<file path="config.mk">
export PLATFORM = sky130hd
export DESIGN_NAME = bridge_regs_top
export DESIGN_NICKNAME = d
export VERILOG_FILES = /design/src/fifo_pkg.sv /design/src/bridge_regs_pkg.sv /design/src/reg_if.sv /design/src/bridge_regs_top.sv /design/src/readback_irq.sv /design/src/reg_bank.sv /design/src/byte_fifo.sv /design/src/reg_access_decode.sv
export SDC_FILE = /design/constraint.sdc
export NUM_CORES = 1
export LEC_CHECK = 0
export BUFFER_PORTS_ARGS = -buffer_cell sky130_fd_sc_hd__buf_2
export CAP_MARGIN = 20
export CORE_ASPECT_RATIO = 0.7
export CORE_MARGIN = 1
export CORE_UTILIZATION = 30
export CTS_BUF_LIST = sky130_fd_sc_hd__clkbuf_2
export CTS_CLUSTER_SIZE = 16
export DETAILED_ROUTE_END_ITERATION = 8
export GPL_ROUTABILITY_DRIVEN = 0
export SETUP_SLACK_MARGIN = 0.4
export SLEW_MARGIN = 10
export SYNTH_ARGS = -nofsm -noshare
export SYNTH_HDL_FRONTEND = slang
export SYNTH_SLANG_ARGS = --single-unit
</file>
<file path="constraint.sdc">
create_clock -name rst_i -period 5.7 [get_ports rst_i]
set_input_delay 0.855 -clock rst_i [delete_from_list [all_inputs] [get_ports rst_i]]
set_output_delay 0.855 -clock rst_i [all_outputs]
set_load 0.03 [all_outputs]
</file>
<file path="src/fifo_pkg.sv">
// byte fifo fill-level flag code and its named values
`default_nettype none

package fifo_pkg;

  typedef logic [2:0] fifo_flags_t;

  // checked in this order, first match wins
  localparam fifo_flags_t FLG_EMPTY    = 3'd0;
  localparam fifo_flags_t FLG_ONE      = 3'd1;
  localparam fifo_flags_t FLG_LT_QTR   = 3'd2;
  localparam fifo_flags_t FLG_LT_HALF  = 3'd3;
  localparam fifo_flags_t FLG_LT_3QTR  = 3'd4;
  localparam fifo_flags_t FLG_LT_FULL1 = 3'd5;  // below depth minus one
  localparam fifo_flags_t FLG_ONE_LEFT = 3'd6;
  localparam fifo_flags_t FLG_FULL     = 3'd7;

endpackage

`default_nettype wire

</file>
<file path="src/bridge_regs_pkg.sv">
// bridge register map: field types, register indices and reset defaults
`default_nettype none

package bridge_regs_pkg;

  typedef logic [7:0]  reg_byte_t;  // one register byte
  typedef logic [6:0]  dev_addr_t;  // i2c device address
  typedef logic [7:0]  reg_idx_t;   // register index, apb byte address / 4
  typedef logic [11:0] apb_addr_t;
  typedef logic [31:0] apb_data_t;
  typedef logic [2:0]  irq_vec_t;   // {fifo wr dir, fifo rd dir, mailbox}

  // reset values of the i2c configuration
  localparam dev_addr_t RST_DEV_ADDR = 7'h6F;
  localparam reg_byte_t RST_DEBOUNCE = 8'd20;
  localparam reg_byte_t RST_SCL_DLY  = 8'd20;
  localparam reg_byte_t RST_SDA_DLY  = 8'd8;

  localparam reg_idx_t IDX_DEV_ADDR = 8'h00;
  localparam reg_idx_t IDX_ENABLE   = 8'h01;
  localparam reg_idx_t IDX_DEBOUNCE = 8'h02;
  localparam reg_idx_t IDX_SCL_DLY  = 8'h03;
  localparam reg_idx_t IDX_SDA_DLY  = 8'h04;

  localparam reg_idx_t IDX_MSG_I2A    = 8'h10;  // mailbox i2c to apb
  localparam reg_idx_t IDX_MSG_I2A_ST = 8'h11;
  localparam reg_idx_t IDX_MSG_A2I    = 8'h12;  // mailbox apb to i2c
  localparam reg_idx_t IDX_MSG_A2I_ST = 8'h13;

  localparam reg_idx_t IDX_F_I2A_WR    = 8'h20;
  localparam reg_idx_t IDX_F_I2A_RD    = 8'h21;
  localparam reg_idx_t IDX_F_I2A_FLUSH = 8'h22;
  localparam reg_idx_t IDX_F_I2A_FLAGS = 8'h23;
  localparam reg_idx_t IDX_F_A2I_WR    = 8'h30;
  localparam reg_idx_t IDX_F_A2I_RD    = 8'h31;
  localparam reg_idx_t IDX_F_A2I_FLUSH = 8'h32;
  localparam reg_idx_t IDX_F_A2I_FLAGS = 8'h33;

  localparam reg_idx_t IDX_IRQ_I2C_ST     = 8'h40;
  localparam reg_idx_t IDX_IRQ_I2C_EN     = 8'h41;
  localparam reg_idx_t IDX_IRQ_I2C_SEL_WR = 8'h42;
  localparam reg_idx_t IDX_IRQ_I2C_SEL_RD = 8'h43;
  localparam reg_idx_t IDX_IRQ_APB_ST     = 8'h50;
  localparam reg_idx_t IDX_IRQ_APB_EN     = 8'h51;
  localparam reg_idx_t IDX_IRQ_APB_SEL_WR = 8'h52;
  localparam reg_idx_t IDX_IRQ_APB_SEL_RD = 8'h53;

endpackage

`default_nettype wire
</file>
<file path="src/reg_if.sv">
// register access strobes and stored register view passed between bridge stages
`timescale 1ns/1ps
`default_nettype none

interface reg_access_if;
  import bridge_regs_pkg::*;

  logic      wr_stb;   // write this cycle
  reg_idx_t  wr_idx;
  reg_byte_t wr_data;
  reg_idx_t  rd_idx;   // index being read
  logic      rd_done;  // host consumed the read byte

  modport src (output wr_stb, wr_idx, wr_data, rd_idx, rd_done);
  modport dst (input wr_stb, wr_idx, wr_data, rd_idx, rd_done);
endinterface

interface reg_view_if;
  import bridge_regs_pkg::*;
  import fifo_pkg::*;

  dev_addr_t   dev_addr;
  logic        enable;
  reg_byte_t   debounce, scl_dly, sda_dly;
  reg_byte_t   msg_i2a, msg_a2i;
  logic        msg_i2a_st, msg_a2i_st;
  logic        f_i2a_flush, f_a2i_flush;
  reg_byte_t   f_i2a_rdata, f_a2i_rdata;  // oldest fifo entries
  fifo_flags_t f_i2a_flags, f_a2i_flags;
  irq_vec_t    irq_i2c_en, irq_apb_en;
  reg_byte_t   irq_i2c_sel_wr, irq_i2c_sel_rd;
  reg_byte_t   irq_apb_sel_wr, irq_apb_sel_rd;

  modport bank (
    output dev_addr, enable, debounce, scl_dly, sda_dly, msg_i2a, msg_a2i,
           msg_i2a_st, msg_a2i_st, f_i2a_flush, f_a2i_flush, f_i2a_rdata,
           f_a2i_rdata, f_i2a_flags, f_a2i_flags, irq_i2c_en, irq_apb_en,
           irq_i2c_sel_wr, irq_i2c_sel_rd, irq_apb_sel_wr, irq_apb_sel_rd
  );
  modport view (
    input dev_addr, enable, debounce, scl_dly, sda_dly, msg_i2a, msg_a2i,
          msg_i2a_st, msg_a2i_st, f_i2a_flush, f_a2i_flush, f_i2a_rdata,
          f_a2i_rdata, f_i2a_flags, f_a2i_flags, irq_i2c_en, irq_apb_en,
          irq_i2c_sel_wr, irq_i2c_sel_rd, irq_apb_sel_wr, irq_apb_sel_rd
  );
endinterface

`default_nettype wire

</file>
<file path="src/bridge_regs_top.sv">
// apb to i2c register bridge top level with configuration outputs and interrupts
`timescale 1ns/1ps
`default_nettype none

module bridge_regs_top #(
  parameter int                         FIFO_DEPTH   = 16,
  parameter bridge_regs_pkg::dev_addr_t DEF_DEV_ADDR = bridge_regs_pkg::RST_DEV_ADDR,
  parameter bridge_regs_pkg::reg_byte_t DEF_DEBOUNCE = bridge_regs_pkg::RST_DEBOUNCE,
  parameter bridge_regs_pkg::reg_byte_t DEF_SCL_DLY  = bridge_regs_pkg::RST_SCL_DLY,
  parameter bridge_regs_pkg::reg_byte_t DEF_SDA_DLY  = bridge_regs_pkg::RST_SDA_DLY
) (
  input  logic                       rst_i,  // clock
  input  logic                       clk_i,  // async reset, active high
  // apb host
  input  bridge_regs_pkg::apb_addr_t apb_waddr_i,
  input  bridge_regs_pkg::apb_data_t apb_wdata_i,
  input  logic                       apb_wr_en_i,
  input  bridge_regs_pkg::apb_addr_t apb_raddr_i,
  output bridge_regs_pkg::apb_data_t apb_rdata_o,
  input  logic                       apb_rd_done_i,
  // i2c target engine
  input  bridge_regs_pkg::reg_idx_t  i2c_reg_addr_i,
  input  bridge_regs_pkg::reg_byte_t i2c_reg_wdata_i,
  input  logic                       i2c_reg_wr_en_i,
  output bridge_regs_pkg::reg_byte_t i2c_reg_rdata_o,
  input  logic                       i2c_rd_done_i,
  output bridge_regs_pkg::dev_addr_t i2c_dev_addr_o,
  output logic                       i2c_enable_o,
  output bridge_regs_pkg::reg_byte_t i2c_debounce_o,
  output bridge_regs_pkg::reg_byte_t i2c_scl_dly_o,
  output bridge_regs_pkg::reg_byte_t i2c_sda_dly_o,
  output logic                       i2c_irq_o,
  output logic                       apb_irq_o
);

  reg_access_if apb_acc ();
  reg_access_if i2c_acc ();
  reg_view_if   view ();

  reg_access_decode u_decode (
    .waddr_unused_guard_i(apb_waddr_i),
    .apb_waddr_i    (apb_waddr_i),
    .apb_wdata_i    (apb_wdata_i),
    .apb_wr_en_i    (apb_wr_en_i),
    .apb_raddr_i    (apb_raddr_i),
    .apb_rd_done_i  (apb_rd_done_i),
    .i2c_reg_addr_i (i2c_reg_addr_i),
    .i2c_reg_wdata_i(i2c_reg_wdata_i),
    .i2c_reg_wr_en_i(i2c_reg_wr_en_i),
    .i2c_rd_done_i  (i2c_rd_done_i),
    .apb_acc        (apb_acc),
    .i2c_acc        (i2c_acc)
  );

  reg_bank #(
    .FIFO_DEPTH  (FIFO_DEPTH),
    .DEF_DEV_ADDR(DEF_DEV_ADDR),
    .DEF_DEBOUNCE(DEF_DEBOUNCE),
    .DEF_SCL_DLY (DEF_SCL_DLY),
    .DEF_SDA_DLY (DEF_SDA_DLY)
  ) u_bank (
    .rst_i  (rst_i),
    .clk_i  (clk_i),
    .apb_acc(apb_acc),
    .i2c_acc(i2c_acc),
    .view   (view)
  );

  readback_irq u_readback (
    .rst_i          (rst_i),
    .clk_i          (clk_i),
    .apb_acc        (apb_acc),
    .i2c_acc        (i2c_acc),
    .view           (view),
    .apb_rdata_o    (apb_rdata_o),
    .i2c_reg_rdata_o(i2c_reg_rdata_o),
    .i2c_irq_o      (i2c_irq_o),
    .apb_irq_o      (apb_irq_o)
  );

  // configuration straight from the register bank
  assign i2c_dev_addr_o = view.dev_addr;
  assign i2c_enable_o   = view.enable;
  assign i2c_debounce_o = view.debounce;
  assign i2c_scl_dly_o  = view.scl_dly;
  assign i2c_sda_dly_o  = view.sda_dly;

endmodule

`default_nettype wire

</file>
<file path="src/readback_irq.sv">
// registered read muxes for both hosts and the two interrupt status vectors
`timescale 1ns/1ps
`default_nettype none

module readback_irq (
  input  logic                       rst_i,  // clock
  input  logic                       clk_i,  // async reset, active high
  reg_access_if.dst                  apb_acc,
  reg_access_if.dst                  i2c_acc,
  reg_view_if.view                   view,
  output bridge_regs_pkg::apb_data_t apb_rdata_o,
  output bridge_regs_pkg::reg_byte_t i2c_reg_rdata_o,
  output logic                       i2c_irq_o,
  output logic                       apb_irq_o
);
  import bridge_regs_pkg::*;

  irq_vec_t  irq_i2c_st;
  irq_vec_t  irq_apb_st;
  reg_byte_t apb_rdata_q;
  reg_byte_t i2c_rdata_q;

  // fifo term is the mask bit picked by the current flag code
  assign irq_i2c_st = {
    view.irq_i2c_en[2] & view.irq_i2c_sel_wr[view.f_i2a_flags],
    view.irq_i2c_en[1] & view.irq_i2c_sel_rd[view.f_a2i_flags],
    view.irq_i2c_en[0] & view.msg_a2i_st
  };
  assign irq_apb_st = {
    view.irq_apb_en[2] & view.irq_apb_sel_wr[view.f_a2i_flags],
    view.irq_apb_en[1] & view.irq_apb_sel_rd[view.f_i2a_flags],
    view.irq_apb_en[0] & view.msg_i2a_st
  };

  assign i2c_irq_o = |irq_i2c_st;
  assign apb_irq_o = |irq_apb_st;

  // each fifo read port is visible only to its consuming host
  function automatic reg_byte_t rd_mux(input reg_idx_t idx, input logic apb_side);
    reg_byte_t d;
    d = '0;
    case (idx)
      IDX_DEV_ADDR:       d = reg_byte_t'(view.dev_addr);
      IDX_ENABLE:         d = reg_byte_t'(view.enable);
      IDX_DEBOUNCE:       d = view.debounce;
      IDX_SCL_DLY:        d = view.scl_dly;
      IDX_SDA_DLY:        d = view.sda_dly;
      IDX_MSG_I2A:        d = view.msg_i2a;
      IDX_MSG_I2A_ST:     d = reg_byte_t'(view.msg_i2a_st);
      IDX_MSG_A2I:        d = view.msg_a2i;
      IDX_MSG_A2I_ST:     d = reg_byte_t'(view.msg_a2i_st);
      IDX_F_I2A_RD:       d = apb_side ? view.f_i2a_rdata : '0;
      IDX_F_I2A_FLUSH:    d = reg_byte_t'(view.f_i2a_flush);
      IDX_F_I2A_FLAGS:    d = reg_byte_t'(view.f_i2a_flags);
      IDX_F_A2I_RD:       d = apb_side ? '0 : view.f_a2i_rdata;
      IDX_F_A2I_FLUSH:    d = reg_byte_t'(view.f_a2i_flush);
      IDX_F_A2I_FLAGS:    d = reg_byte_t'(view.f_a2i_flags);
      IDX_IRQ_I2C_ST:     d = reg_byte_t'(irq_i2c_st);
      IDX_IRQ_I2C_EN:     d = reg_byte_t'(view.irq_i2c_en);
      IDX_IRQ_I2C_SEL_WR: d = view.irq_i2c_sel_wr;
      IDX_IRQ_I2C_SEL_RD: d = view.irq_i2c_sel_rd;
      IDX_IRQ_APB_ST:     d = reg_byte_t'(irq_apb_st);
      IDX_IRQ_APB_EN:     d = reg_byte_t'(view.irq_apb_en);
      IDX_IRQ_APB_SEL_WR: d = view.irq_apb_sel_wr;
      IDX_IRQ_APB_SEL_RD: d = view.irq_apb_sel_rd;
      default:            d = '0;  // data ports and holes read zero
    endcase
    return d;
  endfunction

  always_ff @(posedge rst_i or posedge clk_i) begin
    if (clk_i) begin
      apb_rdata_q <= '0;
      i2c_rdata_q <= '0;
    end else begin
      apb_rdata_q <= rd_mux(apb_acc.rd_idx, 1'b1);
      i2c_rdata_q <= rd_mux(i2c_acc.rd_idx, 1'b0);
    end
  end

  assign apb_rdata_o     = apb_data_t'(apb_rdata_q);  // zero extended
  assign i2c_reg_rdata_o = i2c_rdata_q;

endmodule

`default_nettype wire

</file>
<file path="src/reg_bank.sv">
// bridge register storage, mailbox status and fifo push/pop generation
`timescale 1ns/1ps
`default_nettype none

module reg_bank #(
  parameter int                         FIFO_DEPTH   = 16,
  parameter bridge_regs_pkg::dev_addr_t DEF_DEV_ADDR = bridge_regs_pkg::RST_DEV_ADDR,
  parameter bridge_regs_pkg::reg_byte_t DEF_DEBOUNCE = bridge_regs_pkg::RST_DEBOUNCE,
  parameter bridge_regs_pkg::reg_byte_t DEF_SCL_DLY  = bridge_regs_pkg::RST_SCL_DLY,
  parameter bridge_regs_pkg::reg_byte_t DEF_SDA_DLY  = bridge_regs_pkg::RST_SDA_DLY
) (
  input  logic      rst_i,  // clock
  input  logic      clk_i,  // async reset, active high
  reg_access_if.dst apb_acc,
  reg_access_if.dst i2c_acc,
  reg_view_if.bank  view
);
  import bridge_regs_pkg::*;
  import fifo_pkg::*;

  logic      i2a_wr, a2i_wr;          // fifo data port writes
  logic      i2a_msg_wr, a2i_msg_wr;  // mailbox writes
  logic      i2a_push, a2i_push;
  logic      i2a_pop, a2i_pop;
  reg_byte_t i2a_wdata, a2i_wdata;

  assign i2a_wr     = i2c_acc.wr_stb && (i2c_acc.wr_idx == IDX_F_I2A_WR);
  assign a2i_wr     = apb_acc.wr_stb && (apb_acc.wr_idx == IDX_F_A2I_WR);
  assign i2a_msg_wr = i2c_acc.wr_stb && (i2c_acc.wr_idx == IDX_MSG_I2A);
  assign a2i_msg_wr = apb_acc.wr_stb && (apb_acc.wr_idx == IDX_MSG_A2I);

  always_ff @(posedge rst_i or posedge clk_i) begin
    if (clk_i) begin
      view.dev_addr       <= DEF_DEV_ADDR;
      view.enable         <= 1'b0;
      view.debounce       <= DEF_DEBOUNCE;
      view.scl_dly        <= DEF_SCL_DLY;
      view.sda_dly        <= DEF_SDA_DLY;
      view.msg_i2a        <= '0;
      view.msg_a2i        <= '0;
      view.msg_i2a_st     <= 1'b0;
      view.msg_a2i_st     <= 1'b0;
      view.f_i2a_flush    <= 1'b0;
      view.f_a2i_flush    <= 1'b0;
      view.irq_i2c_en     <= '0;
      view.irq_i2c_sel_wr <= '0;
      view.irq_i2c_sel_rd <= '0;
      view.irq_apb_en     <= '0;
      view.irq_apb_sel_wr <= '0;
      view.irq_apb_sel_rd <= '0;
      i2a_push <= 1'b0;
      a2i_push <= 1'b0;
      i2a_pop  <= 1'b0;
      a2i_pop  <= 1'b0;
    end else begin
      if (i2c_acc.wr_stb) begin
        case (i2c_acc.wr_idx)
          IDX_MSG_I2A:        view.msg_i2a        <= i2c_acc.wr_data;
          IDX_F_I2A_FLUSH:    view.f_i2a_flush    <= i2c_acc.wr_data[0];
          IDX_F_A2I_FLUSH:    view.f_a2i_flush    <= i2c_acc.wr_data[0];
          IDX_IRQ_I2C_EN:     view.irq_i2c_en     <= i2c_acc.wr_data[2:0];
          IDX_IRQ_I2C_SEL_WR: view.irq_i2c_sel_wr <= i2c_acc.wr_data;
          IDX_IRQ_I2C_SEL_RD: view.irq_i2c_sel_rd <= i2c_acc.wr_data;
          default: ;
        endcase
      end
      // apb comes second so it wins a same-cycle flush write
      if (apb_acc.wr_stb) begin
        case (apb_acc.wr_idx)
          IDX_DEV_ADDR:       view.dev_addr       <= apb_acc.wr_data[6:0];
          IDX_ENABLE:         view.enable         <= apb_acc.wr_data[0];
          IDX_DEBOUNCE:       view.debounce       <= apb_acc.wr_data;
          IDX_SCL_DLY:        view.scl_dly        <= apb_acc.wr_data;
          IDX_SDA_DLY:        view.sda_dly        <= apb_acc.wr_data;
          IDX_MSG_A2I:        view.msg_a2i        <= apb_acc.wr_data;
          IDX_F_I2A_FLUSH:    view.f_i2a_flush    <= apb_acc.wr_data[0];
          IDX_F_A2I_FLUSH:    view.f_a2i_flush    <= apb_acc.wr_data[0];
          IDX_IRQ_APB_EN:     view.irq_apb_en     <= apb_acc.wr_data[2:0];
          IDX_IRQ_APB_SEL_WR: view.irq_apb_sel_wr <= apb_acc.wr_data;
          IDX_IRQ_APB_SEL_RD: view.irq_apb_sel_rd <= apb_acc.wr_data;
          default: ;
        endcase
      end

      // new-message flags, a write beats a same-cycle read-complete
      if (i2a_msg_wr) view.msg_i2a_st <= 1'b1;
      else if (apb_acc.rd_done && apb_acc.rd_idx == IDX_MSG_I2A) view.msg_i2a_st <= 1'b0;
      if (a2i_msg_wr) view.msg_a2i_st <= 1'b1;
      else if (i2c_acc.rd_done && i2c_acc.rd_idx == IDX_MSG_A2I) view.msg_a2i_st <= 1'b0;

      i2a_push <= i2a_wr;
      a2i_push <= a2i_wr;
      i2a_pop  <= apb_acc.rd_done && (apb_acc.rd_idx == IDX_F_I2A_RD);
      a2i_pop  <= i2c_acc.rd_done && (i2c_acc.rd_idx == IDX_F_A2I_RD);
    end
  end

  // staged write data, pushed on the following edge
  always_ff @(posedge rst_i) begin
    if (i2a_wr) i2a_wdata <= i2c_acc.wr_data;
    if (a2i_wr) a2i_wdata <= apb_acc.wr_data;
  end

  byte_fifo #(.DEPTH(FIFO_DEPTH)) u_fifo_i2a (
    .rst_i    (rst_i),
    .clk_i    (clk_i),
    .flush_i  (view.f_i2a_flush),
    .push_i   (i2a_push),
    .wr_data_i(i2a_wdata),
    .pop_i    (i2a_pop),
    .rd_data_o(view.f_i2a_rdata),
    .flags_o  (view.f_i2a_flags)
  );

  byte_fifo #(.DEPTH(FIFO_DEPTH)) u_fifo_a2i (
    .rst_i    (rst_i),
    .clk_i    (clk_i),
    .flush_i  (view.f_a2i_flush),
    .push_i   (a2i_push),
    .wr_data_i(a2i_wdata),
    .pop_i    (a2i_pop),
    .rd_data_o(view.f_a2i_rdata),
    .flags_o  (view.f_a2i_flags)
  );

  // a push into a full fifo leaves it full
  a_i2a_drop: assert property (@(posedge rst_i) disable iff (clk_i)
    i2a_push && !i2a_pop && !view.f_i2a_flush && view.f_i2a_flags == FLG_FULL
    |=> view.f_i2a_flags == FLG_FULL);
  a_a2i_drop: assert property (@(posedge rst_i) disable iff (clk_i)
    a2i_push && !a2i_pop && !view.f_a2i_flush && view.f_a2i_flags == FLG_FULL
    |=> view.f_a2i_flags == FLG_FULL);

  a_i2a_msg: assert property (@(posedge rst_i) disable iff (clk_i)
    $rose(view.msg_i2a_st) |-> $past(i2a_msg_wr));
  a_a2i_msg: assert property (@(posedge rst_i) disable iff (clk_i)
    $rose(view.msg_a2i_st) |-> $past(a2i_msg_wr));

endmodule

`default_nettype wire

</file>
<file path="src/byte_fifo.sv">
// synchronous byte fifo with flush and a fill-level flag code
`timescale 1ns/1ps
`default_nettype none

module byte_fifo #(
  parameter int DEPTH = 16
) (
  input  logic                       rst_i,   // clock
  input  logic                       clk_i,   // async reset, active high
  input  logic                       flush_i,
  input  logic                       push_i,
  input  bridge_regs_pkg::reg_byte_t wr_data_i,
  input  logic                       pop_i,
  output bridge_regs_pkg::reg_byte_t rd_data_o,
  output fifo_pkg::fifo_flags_t      flags_o
);
  import bridge_regs_pkg::*;
  import fifo_pkg::*;

  localparam int PW = (DEPTH > 1) ? $clog2(DEPTH) : 1;
  localparam int CW = $clog2(DEPTH + 1);

  reg_byte_t     mem [DEPTH];
  logic [PW-1:0] wr_ptr;
  logic [PW-1:0] rd_ptr;
  logic [CW-1:0] count;
  logic          do_push;
  logic          do_pop;

  function automatic logic [PW-1:0] next_ptr(input logic [PW-1:0] p);
    return (p == PW'(DEPTH - 1)) ? '0 : p + 1'b1;
  endfunction

  // overflow and underflow are silently dropped
  assign do_push = push_i && !flush_i && (count != CW'(DEPTH));
  assign do_pop  = pop_i && !flush_i && (count != '0);

  always_ff @(posedge rst_i or posedge clk_i) begin
    if (clk_i) begin
      wr_ptr <= '0;
      rd_ptr <= '0;
      count  <= '0;
    end else if (flush_i) begin  // held empty while flush is set
      wr_ptr <= '0;
      rd_ptr <= '0;
      count  <= '0;
    end else begin
      if (do_push) wr_ptr <= next_ptr(wr_ptr);
      if (do_pop) rd_ptr <= next_ptr(rd_ptr);
      count <= count + CW'(do_push) - CW'(do_pop);
    end
  end

  always_ff @(posedge rst_i) begin
    if (do_push) mem[wr_ptr] <= wr_data_i;
  end

  assign rd_data_o = mem[rd_ptr];  // oldest entry, no read latency

  always_comb begin
    if (count == '0) flags_o = FLG_EMPTY;
    else if (count == CW'(1)) flags_o = FLG_ONE;
    else if (int'(count) < DEPTH / 4) flags_o = FLG_LT_QTR;
    else if (int'(count) < DEPTH / 2) flags_o = FLG_LT_HALF;
    else if (int'(count) < (3 * DEPTH) / 4) flags_o = FLG_LT_3QTR;
    else if (int'(count) < DEPTH - 1) flags_o = FLG_LT_FULL1;
    else if (int'(count) == DEPTH - 1) flags_o = FLG_ONE_LEFT;
    else flags_o = FLG_FULL;
  end

  a_count_max: assert property (@(posedge rst_i) disable iff (clk_i) int'(count) <= DEPTH);

endmodule

`default_nettype wire

</file>
<file path="src/reg_access_decode.sv">
// maps apb word addresses and i2c register indices onto one byte-index access space
`timescale 1ns/1ps
`default_nettype none

module reg_access_decode (
  input  bridge_regs_pkg::apb_addr_t waddr_unused_guard_i,
  input  bridge_regs_pkg::apb_addr_t apb_waddr_i,
  input  bridge_regs_pkg::apb_data_t apb_wdata_i,
  input  logic                       apb_wr_en_i,
  input  bridge_regs_pkg::apb_addr_t apb_raddr_i,
  input  logic                       apb_rd_done_i,
  input  bridge_regs_pkg::reg_idx_t  i2c_reg_addr_i,
  input  bridge_regs_pkg::reg_byte_t i2c_reg_wdata_i,
  input  logic                       i2c_reg_wr_en_i,
  input  logic                       i2c_rd_done_i,
  reg_access_if.src                  apb_acc,
  reg_access_if.src                  i2c_acc
);
  import bridge_regs_pkg::*;

  localparam reg_idx_t IDX_NONE = 8'hFF;  // decodes to nothing, reads zero

  logic apb_w_in_win;
  logic apb_r_in_win;

  // only the lowest 1 KB of apb space holds registers
  assign apb_w_in_win = (apb_waddr_i[11:10] == 2'b00);
  assign apb_r_in_win = (apb_raddr_i[11:10] == 2'b00);

  assign apb_acc.wr_stb  = apb_wr_en_i && apb_w_in_win;
  assign apb_acc.wr_idx  = apb_waddr_i[9:2];  // word aligned
  assign apb_acc.wr_data = apb_wdata_i[7:0];
  assign apb_acc.rd_idx  = apb_r_in_win ? apb_raddr_i[9:2] : IDX_NONE;
  assign apb_acc.rd_done = apb_rd_done_i;

  // i2c side is already byte indexed
  assign i2c_acc.wr_stb  = i2c_reg_wr_en_i;
  assign i2c_acc.wr_idx  = i2c_reg_addr_i;
  assign i2c_acc.wr_data = i2c_reg_wdata_i;
  assign i2c_acc.rd_idx  = i2c_reg_addr_i;
  assign i2c_acc.rd_done = i2c_rd_done_i;

endmodule

`default_nettype wire

</file>
==> results by group, run 1 <==
Floorplanning
  • Std cell rows: 75
  • Initial Util: around 30%
  • Chip width: 297 um
  • Core area: 60,100 sq um
  • Io pins: between 150 and 200
  • Die Span Y: ~210 um
  • DIE AREA: 62,000 sq um

Timing
  • RSZ-0062 raised after global routing: false
  • Final setup violation count: 0
  • Final worst path period share: approximately nine tenths
  • Slew @ Worst Pin: approximately 1.1 ns
  • Hold Slack: ~0.13 ns
  • Clock skew: roughly 0.11 ns
  • Relative slew margins: between 20 and 25%
  • Setup WS post-layout: about 0.67 ns
  • Minimum clock period: just over 5 ns
  • Total negative setup slack: 0 ns
  • Final Max Tran Viols: 0
  • Hold Vio Cnt, Final: 0
  • FMAX: a little under 200 MHz

Place
  • Hpwl dp: 36,900 um
  • PortBufs: 99
  • Worst Setup Slack post-DPL: about 1.6 ns

Synth
  • Most used DFF post-synth: edfxtp_1
  • Post-Syn Area per Cell: ~15 sq um
  • Register area share after synthesis: between 60% and 70%
  • Ys async rst share: ~33%
  • Top post-synthesis cells by count: edfxtp_1, dfrtp_1, mux2_2
  • Top-area cell type share of the netlist area: between 40% and 50%
  • Mapped Cells: roughly 1,200
  • Mapped Area: roughly 18,000 sq um
  • Most common cell in the synthesized netlist: edfxtp_1
  • Top cells by area, synth: edfxtp_1, dfrtp_1, mux4_2
  • Synth area leader: edfxtp_1
  • Ys Warns: 0
  • #FFs+latches synth: between 400 and 500
  • Post-synth EDFFs: 272
  • Synth cell types: slightly above 70

Global routing
  • Initial antenna violation count: 7
  • GRT Residual Overflow: 0
  • Pin count of the biggest net entering global routing: 99
  • GR Layer Usage met3: 7.58%
  • Met1 Use GR: roughly a quarter
  • Gr usage total: ~17%
  • Number of global-route vias before repair: approximately 12,000
  • Global route hottest layer: met1
  • First-pass GRT wire length: 76,400 um
  • Global routing usage on met2: a little over a fifth

Pwr
  • Overall Power: 5.93 mW
  • Leakage: ~7.8 nW
  • VDD IR max: 116 uV
  • Power Dens Cells: approximately 290 nW/um^2

Worst setup path
  • Reg2Reg Setup Slack: roughly 1.9 ns
  • Startpoint types: flop
  • WP data arrival: around 4.2 ns
  • Crit Path Max Fanout: 7
  • Setup crit end kind: output port
  • Worst r2r dst: u_bank.u_fifo_i2a.count[4]
  • Crit path required time: around 4.9 ns
  • CP Class: flop to output port
  • Critical path origin: u_bank.u_fifo_a2i.count[2]
  • FF-to-FF path depth: 14
  • RR Startpoint: u_bank.u_fifo_i2a.count[2]

Layout
  • Fin util: 34.5%
  • Share of cells above drive strength 1: 34.3%
  • Layout area overhead: 13.4%
  • Area of the multi-input gates: between 6000 and 7000 sq um
  • Storage cell area: ~12,000 sq um
  • Nets@finish: between 1,000 and 1,500
  • Filler cell count: between 5,000 and 6,000

Clock network
  • CTS Sinks: about 400
  • Clk buf depth: 3
  • Number of buffers created by CTS: 100
  • CTS tree: done
  • Clock latency at the later pin of the worst-skew pair: 1.09 ns
  • H-tree depth: 3
  • Clk slew on worst S/H paths: about 0.11 ns
  • CTS Root Cell: clkbuf_2

Status
  • Outcome: completed

Routing
  • First drt pass iteration count: 5
  • # DRC: 0
  • DR WL/cell: 22.9 um
  • Antenna Nets Post-Route: 0
  • Vias: approximately 12,000
  • DRT Wirelength: 51,600 um
  • DRT iter0 DRCs: roughly 1,500
  • Vias/cell: ~5.3

Worst hold path
  • Worst hold path endpoint: u_bank.view.msg_a2i_st
  • HP Start: i2c_rd_done_i
  • HP Class: input port to flop
  • Hold depth: 4

Job
  • Max cap viols: 0
==> through the flow <==
step	std cells	instance area (sq um)
after floorplan	1205	18400
after global placement	2051	19600
after detailed placement	2051	19600
after CTS	2247	20700
after global routing	2255	20700
final	2256	20700
==> final cells by class <==
cell class	count	share of cell area (%)
Sequential cell	408	55.9
Multi-Input combinational cell	703	30.7
Tap cell	808	4.88
Clock buffer	152	3.67
Timing Repair Buffer	120	3.25
Clock inverter	37	1.15
Inverter	22	0.422
Antenna cell	6	0.0724
==> registers in the layout, indices dropped and copies added, names as in the netlist, 8 cells and up <==
signal,count
u_bank.i2a_wdata,8
u_bank.view.irq_i2c_sel_rd,8
u_readback.i2c_reg_rdata_o,8
u_bank.u_fifo_i2a.mem,128
u_bank.view.scl_dly,8
u_bank.a2i_wdata,8
u_bank.view.sda_dly,8
u_bank.view.msg_i2a,8
u_bank.u_fifo_a2i.mem,128
u_bank.view.msg_a2i,8
u_bank.view.irq_i2c_sel_wr,8
u_readback.apb_rdata_q,8
u_bank.view.debounce,8
u_bank.view.irq_apb_sel_wr,8
u_bank.view.irq_apb_sel_rd,8
==> per-layer routing <==
| layer | share of wire [%] | routed length [um] | up-vias |
|---|---|---|---|
| met5 | 0.36 | 186 | - |
| met4 | 1.8 | 933 | 4 |
| met3 | 14 | 7020 | 105 |
| met2 | 39 | 20200 | 696 |
| met1 | 45 | 23300 | 6067 |
| li1 | - | - | 5088 |
==> where the power goes <==
group,leakage [nW],internal [mW],total (mW),switching [mW]
clock,0.749,0.825,2.03,1.20
combinational,2.80,0.242,0.663,0.421
sequential,4.28,3.17,3.24,0.0641
==> cells by family (layout without fill, tap and decap cells) <==
| group | count (synthesis) | after routing | share of synthesized area (%) |
|---|---|---|---|
| simple gates | 276 | 276 | 7.73 |
| mux | 181 | 181 | 16.1 |
| flops | 408 | 408 | 63.4 |
| other cells | 1 | 30 | 0.0205 |
| buf+inv | 94 | 331 | 2.59 |
| fa+ha+maj | 34 | 34 | 2.41 |
| xor+xnor | 10 | 10 | 0.479 |
| compound gates | 178 | 178 | 7.30 |
==> how the worst max path moves through the flow <==
| stage | cells past startpoint | end | slack (ns) |
|---|---|---|---|
| final | 10 | apb_irq_o | 0.67 |
| after global placement | 10 | i2c_irq_o | 1.66 |
| after global routing | 10 | i2c_irq_o | 0.37 |
| after CTS | 10 | i2c_irq_o | 0.46 |
| after detailed placement | 10 | i2c_irq_o | 1.64 |
| after floorplan | 1 | u_bank.a2i_pop | 1.22 |
==> worst max-delay path: stages, from the launching register on <==
cell,delay [ns]
dfrtp_1,0.49
inv_1,0.11
ha_1,0.23
nor2b_1,0.15
a21oi_1,0.69
mux2i_1,0.16
nand2_1,0.10
o211ai_1,0.08
o21ai_0,0.62
a211o_1,0.24
buf_2,0.22
==> layout by cell type, fill, tap and decap left out, drive strengths merged, types with 8 or more instances in the layout <==
cell,synthesis,layout
buf,44,113
a22oi,35,35
clkbuf,28,152
nor2b,9,9
nor2,83,83
nand2,71,71
nor3,15,15
nand3,22,22
nand2b,11,11
dfrtp,125,125
dfstp,11,11
nor4,8,8
clkinv,0,30
mux2,94,94
ha,32,32
a21oi,35,35
mux4,80,80
a22o,8,8
edfxtp,272,272
conb,1,24
a221oi,14,14
nand4,13,13
inv,22,25
a222oi,16,16
o21ai,12,12
==> repair_timing <==
action                     CTS  global route
hold buffers                 7             0
hold endpoints to repair   110             0
setup endpoints to repair    0             2
resized for setup            0             2
setup buffers                0             0
(Power assumes the default switching activity.)
==> run 2, diff against run 1 <==
Settings changed: SYNTH_HIERARCHICAL from default to 1.
==> results by group, run 2 <==
Synth
  • Post-synth EDFFs: roughly 270
  • Post-Syn Area per Cell: 14.8 sq um
  • #FFs+latches synth: just over 400
  • Most used DFF post-synth: edfxtp_1
  • Synth area leader: edfxtp_1
  • Top cells by area, synth: edfxtp_1, dfrtp_1, mux4_2
  • Top post-synthesis cells by count: edfxtp_1, dfrtp_1, mux2_2
  • Ys async rst share: between 30% and 40%
  • Top-area cell type share of the netlist area: between 40% and 50%
  • Register area share after synthesis: ~59%
  • Mapped Area: just under 20,000 sq um
  • Ys Warns: 6
  • Synth cell types: 100
  • Mapped Cells: 1,318
  • Most common cell in the synthesized netlist: edfxtp_1

Routing
  • # DRC: 0
  • Vias/cell: between 5 and 6
  • First drt pass iteration count: 7
  • DRT iter0 DRCs: 1,485
  • DRT Wirelength: ~54,000 um
  • Vias: 12,495
  • DR WL/cell: between 20 and 25 um
  • Antenna Nets Post-Route: 0

Clock network
  • H-tree depth: 3
  • Clk buf depth: 3
  • Clock latency at the later pin of the worst-skew pair: approximately 1.1 ns
  • Number of buffers created by CTS: between 90 and 100
  • CTS tree: done
  • Setup bufs post-CTS: 0
  • CTS Root Cell: clkbuf_2
  • Clk slew on worst S/H paths: about 0.12 ns
  • CTS Sinks: roughly 410

Timing
  • Slew @ Worst Pin: about 1.1 ns
  • Clock skew: 0.110 ns
  • FMAX: ~200 MHz
  • Hold Slack: 0.169 ns
  • Minimum clock period: 5.03 ns
  • Final setup violation count: 0
  • Final Max Tran Viols: 0
  • Relative slew margins: a little under a quarter
  • Final worst path period share: 88.3%
  • RSZ-0062 raised after global routing: false
  • Hold Vio Cnt, Final: 0
  • Total negative setup slack: 0 ns

Layout
  • Nets@finish: 1,538
  • Share of cells above drive strength 1: 32.4%
  • Filler cell count: between 6,000 and 7,000
  • Commonest non-fill, non-tap cells in the layout: edfxtp_1, clkbuf_2, dfrtp_1, buf_2, mux2_2
  • Storage cell area: between 10,000 and 15,000 sq um
  • Area of the multi-input gates: ~7000 sq um
  • Leading cell type in the layout, fill and taps excluded: edfxtp_1
  • Layout area overhead: 9.90%
  • Largest registers: u_bank/u_fifo_a2i/mem x128, u_bank/u_fifo_i2a/mem x128

Global routing
  • Gr usage total: between 10% and 20%
  • Pin count of the biggest net entering global routing: 63
  • Number of global-route vias before repair: 12,493
  • Global routing usage on met2: roughly 23%
  • Initial antenna violation count: 14
  • Global route hottest layer: met1
  • Met1 Use GR: ~23%
  • First-pass GRT wire length: roughly 80,000 um
  • GR Layer Usage met3: ~6.2%
  • GRT Residual Overflow: 0

Pwr
  • Power Dens Cells: between 200 and 300 nW/um^2
  • VDD IR max: ~130 uV
  • Leakage: 8.10 nW

Worst hold path
  • Hold depth: 3
  • HP Class: input port to flop

Worst setup path
  • CP Class: flop to output port
  • FF-to-FF path depth: 14
  • WP data arrival: 4.18 ns
  • Crit path required time: a little under 5 ns
  • Crit Path Max Fanout: 7
  • Setup crit end kind: output port
  • Startpoint types: flop

Floorplanning
  • Std cell rows: between 70 and 80
  • Io pins: about 150
  • Initial Util: 30.6%
  • Die Span Y: ~220 um
  • DIE AREA: 66,000 sq um
  • Core area: ~64,000 sq um
  • Chip width: about 310 um

Place
  • Hpwl dp: about 38,000 um
  • PortBufs: 99

Job
  • Max cap viols: 0

Status
  • Outcome: completed
==> run 2: cell types whose count changed in the layout (fill, tap and decap cells not counted), sizes merged, moves of 12 or more <==
cell,before,now
nor2,83,59
a22oi,35,59
and2,6,26
mux2i,7,19
nor3b,2,18
==> run 2: layout make-up <==
type	count	share of cell area, %
repair buffers	120	3.14
well taps	869	5.07
inverters	31	0.566
flip-flops and latches	408	54.1
diodes	3	0.0350
clock inverters	33	0.917
clock buffers	141	3.29
multi-input cells	771	32.9
==> run 2: worst max-delay path: stages (launching register included) <==
cell	delay, ns
dfrtp_1	0.49
inv_1	0.10
ha_1	0.23
nand2b_1	0.21
nor2_1	0.08
a31oi_1	0.15
o21a_1	0.43
mux4_1	0.60
mux2_2	0.28
nand2_2	0.12
nand3_1	0.21
buf_2	0.26
==> run 2: timing repair <==
item,in CTS,in global routing
hold buffers,7,1
endpoints found under the setup margin,0,1
gates resized for setup,0,1
endpoints found under the hold margin,93,1
==> run 2: per-layer routing <==
| layer | share of wire (%) | up-vias | wire [um] |
|---|---|---|---|
| li1 | - | 5371 | - |
| met1 | 44 | 6391 | 24100 |
| met2 | 42 | 636 | 22900 |
| met3 | 11 | 93 | 6000 |
| met4 | 2.2 | 4 | 1180 |
| met5 | 0.042 | - | 23 |
==> run 2: cell families (layout without fill, tap and decap cells) <==
group	count (synthesis)	count (layout)	synth area share, %
AND/OR/NAND/NOR	311	311	9.78
AO/OA/AOI/OAI	207	207	7.99
adder cells (fa/ha/maj)	34	34	2.26
XOR/XNOR	8	8	0.359
multiplexers	187	187	15.2
other	1	27	0.0192
buffers and inverters	162	325	5.01
flip-flops	408	408	59.4
==> run 2: final timing paths <==
kind,from,to,slack (ns)
worst max-delay path,u_bank/u_fifo_a2i/count[2],apb_irq_o,0.67
worst min-delay path,apb_rd_done_i,u_bank/i2a_pop,0.17
worst max register to register,u_bank/u_fifo_a2i/count[2],u_bank/u_fifo_a2i/count[4],2.29
worst min register to register,u_bank/view.msg_a2i[2],u_bank/view.msg_a2i[2],0.56
max in group asynchronous,clk_i,u_bank/view.debounce[7],4.08
min in group asynchronous,clk_i,u_bank/view.f_i2a_flush,0.43
==> run 2: stage by stage <==
| step | util (%) | cells | power [mW] | worst slack, ns | area, sq um |
|---|---|---|---|---|---|
| finish | 33.6 | 2376 | 5.79 | 0.668 | 21400 |
| global route | 33.6 | 2374 | 6.08 | 0.465 | 21400 |
| CTS | 33.6 | 2371 | 5.85 | 0.648 | 21400 |
| detailed placement | 32.1 | 2190 | 3.91 | 1.75 | 20400 |
| global placement | 32.1 | 2189 | 3.89 | 1.80 | 20400 |
| floorplan | - | 1341 | 3.77 | 2.32 | 19600 |
==> run 2: power by group <==
part           internal [mW]  total [mW]  switching [mW]
Combinational          0.236       0.637           0.401
Clock                  0.729        1.92            1.19
Sequential              3.17        3.23          0.0655
Total                   4.13        5.79            1.66
==> run 3, diff against run 2 <==
Settings changed: PLACE_DENSITY from default to 0.48.
==> results by group, run 3 (synthesized netlist as in run 2, its figures left out) <==
Worst setup path
  • Setup crit end kind: output port
  • Slowest cell on the critical path: mux4_1
  • Worst-path cell chain: inv_1, ha_1, nor2b_1, and2_1, a211oi_1, a21o_2, buf_4, mux4_1, mux2_2, nand2_2, nand3_1, buf_2
  • Delay of the slowest cell on the worst path: 0.54 ns
  • Crit Path Max Fanout: 7
  • CP Class: flop to output port
  • Startpoint types: flop
  • Crit path required time: slightly below 5 ns
  • WP data arrival: around 4.2 ns

Floorplanning
  • Chip width: ~300 um
  • Initial Util: 30.6%
  • Std cell rows: slightly below 80
  • Core area: 63,700 sq um
  • Die Span Y: approximately 220 um
  • Io pins: approximately 150
  • DIE AREA: 66,000 sq um

Clock network
  • Clk buf depth: 3
  • CTS Root Cell: clkbuf_2
  • Number of buffers created by CTS: 94
  • H-tree depth: 3
  • Clock latency at the later pin of the worst-skew pair: between 1 and 1.5 ns
  • CTS tree: done
  • Clk slew on worst S/H paths: 0.11 ns
  • CTS Sinks: 408

Place
  • DP Area: approximately 20,000 sq um
  • PortBufs: 99
  • Hpwl dp: ~40,000 um
  • Placed Cells: about 2,200
  • Worst Setup Slack post-DPL: 1.70 ns

Routing
  • Vias/cell: about 5.1
  • DRT iter0 DRCs: roughly 1,200
  • Vias: about 12,000
  • Antenna Nets Post-Route: 0
  • DRT Wirelength: about 58,000 um
  • DR WL/cell: about 24 um
  • First drt pass iteration count: 5
  • # DRC: 0

Layout
  • Commonest non-fill, non-tap cells in the layout: edfxtp_1, clkbuf_2, dfrtp_1, buf_2, mux2_2
  • Nets@finish: between 1,500 and 2,000
  • Fin cells: ~2,400
  • Largest registers: u_bank/u_fifo_a2i/mem x128, u_bank/u_fifo_i2a/mem x128
  • Layout area overhead: 10.1%
  • Share of cells above drive strength 1: between 30% and 40%
  • Leading cell type in the layout, fill and taps excluded: edfxtp_1
  • Post-route cell area: between 20,000 and 25,000 sq um
  • Fin util: between 30% and 40%

Global routing
  • GRT Residual Overflow: 0
  • Pin count of the biggest net entering global routing: 51
  • Gr usage total: between 10% and 20%
  • First-pass GRT wire length: roughly 84,000 um
  • Initial antenna violation count: 17
  • Number of global-route vias before repair: ~12,000

Timing
  • Total negative setup slack: 0 ns
  • Final Max Tran Viols: 0
  • FMAX: between 150 and 200 MHz
  • Final worst path period share: ~88%
  • Relative slew margins: between 20% and 30%
  • Final setup violation count: 0
  • Minimum clock period: between 5 and 6 ns
  • Hold Vio Cnt, Final: 0
  • Slew @ Worst Pin: between 1 and 1.5 ns
  • Clock skew: approximately 0.11 ns
  • RSZ-0062 raised after global routing: false
  • Setup WS post-layout: 0.692 ns

Worst hold path
  • HP Class: input port to flop

Pwr
  • Leakage: slightly above 8 nW
  • Power Dens Cells: between 200 and 300 nW/um^2
  • VDD IR max: about 150 uV

Status
  • Outcome: completed

Job
  • Max cap viols: 0
run 3: cell types whose count changed in the layout (fill, tap and decap cells not counted), moves of 2 or more:
cell	delta
buf_4	+6
clkbuf_2	+6
diode_2	+4
nor3b_1	+4
nor3b_2	-4
clkinv_2	-3
dlygate4sd3_1	+3
clkinv_1	-2
clkinvlp_4	+2
inv_6	-2
run 3: worst max-delay path, delay by kind of cell (launching register included):
family,cells,cell delay (ns)
buffers and inverters,3,0.49
and+or+nand+nor,4,0.60
adders and majority gates,1,0.24
DFF,1,0.47
AOI/OAI and AO/OA,2,0.42
muxes,2,0.82
run 3: power breakdown:
group	switching (mW)	internal, mW	total, mW	leakage [nW]
logic	0.421	0.251	0.672	3.18
clock network	1.19	0.735	1.92	0.672
registers	0.0628	3.17	3.23	4.28
total	1.67	4.16	5.82	8.13
run 3: per-stage QoR:
| step | hold slack (ns) | power, mW |
|---|---|---|
| finish | 0.160 | 5.82 |
| global route | 0.0678 | 6.13 |
| CTS | 0.000783 | 5.90 |
| detailed placement | 0.541 | 3.93 |
| global placement | 0.534 | 3.92 |
| floorplan | 0.499 | 3.77 |
run 3: final timing paths:
path	from	to	slack, ns	depth (start not counted)
max	u_bank/u_fifo_i2a/count[2]	apb_irq_o	0.69	12
min	apb_wdata_i[5]	u_bank/a2i_wdata[5]	0.16	1
max reg2reg	u_bank/u_fifo_a2i/rd_ptr[0]	u_readback/i2c_reg_rdata_o[2]	2.29	7
min reg2reg	u_bank/view.sda_dly[3]	u_readback/apb_rdata_q[3]	0.52	2
max in group asynchronous	clk_i	u_bank/view.sda_dly[0]	4.04	4
min in group asynchronous	clk_i	u_bank/u_fifo_a2i/rd_ptr[3]	0.46	3
run 3: metal layers:
metal / share of wire, % / global-route usage (%) / routed length (um) / vias to the layer above
met4: 2.4 / 5.38 / 1400 / 8
met1: 47 / 25.9 / 27100 / 6235
li1: - / - / - / 5392
met2: 42 / 24.1 / 24000 / 524
met3: 8.6 / 5.08 / 4970 / 128
met5: 0.066 / 0 / 38 / -
run 3: layout make-up:
cell class / count / area, sq um
clock inverters: 27 / 150
inverters: 31 / 121
clock buffers: 147 / 736
diodes: 7 / 17.5
repair buffers: 128 / 741
flip-flops and latches: 408 / 11600
fillers: 6237 / 42200
multi-input cells: 771 / 7030
well taps: 869 / 1090
run 3: what timing repair did:
action	in CTS	in global routing
endpoints found under the setup margin	1	2
gates resized for setup	1	1
buffers inserted	0	2
pin swaps	0	0
hold buffers	11	0
endpoints found under the hold margin	113	0
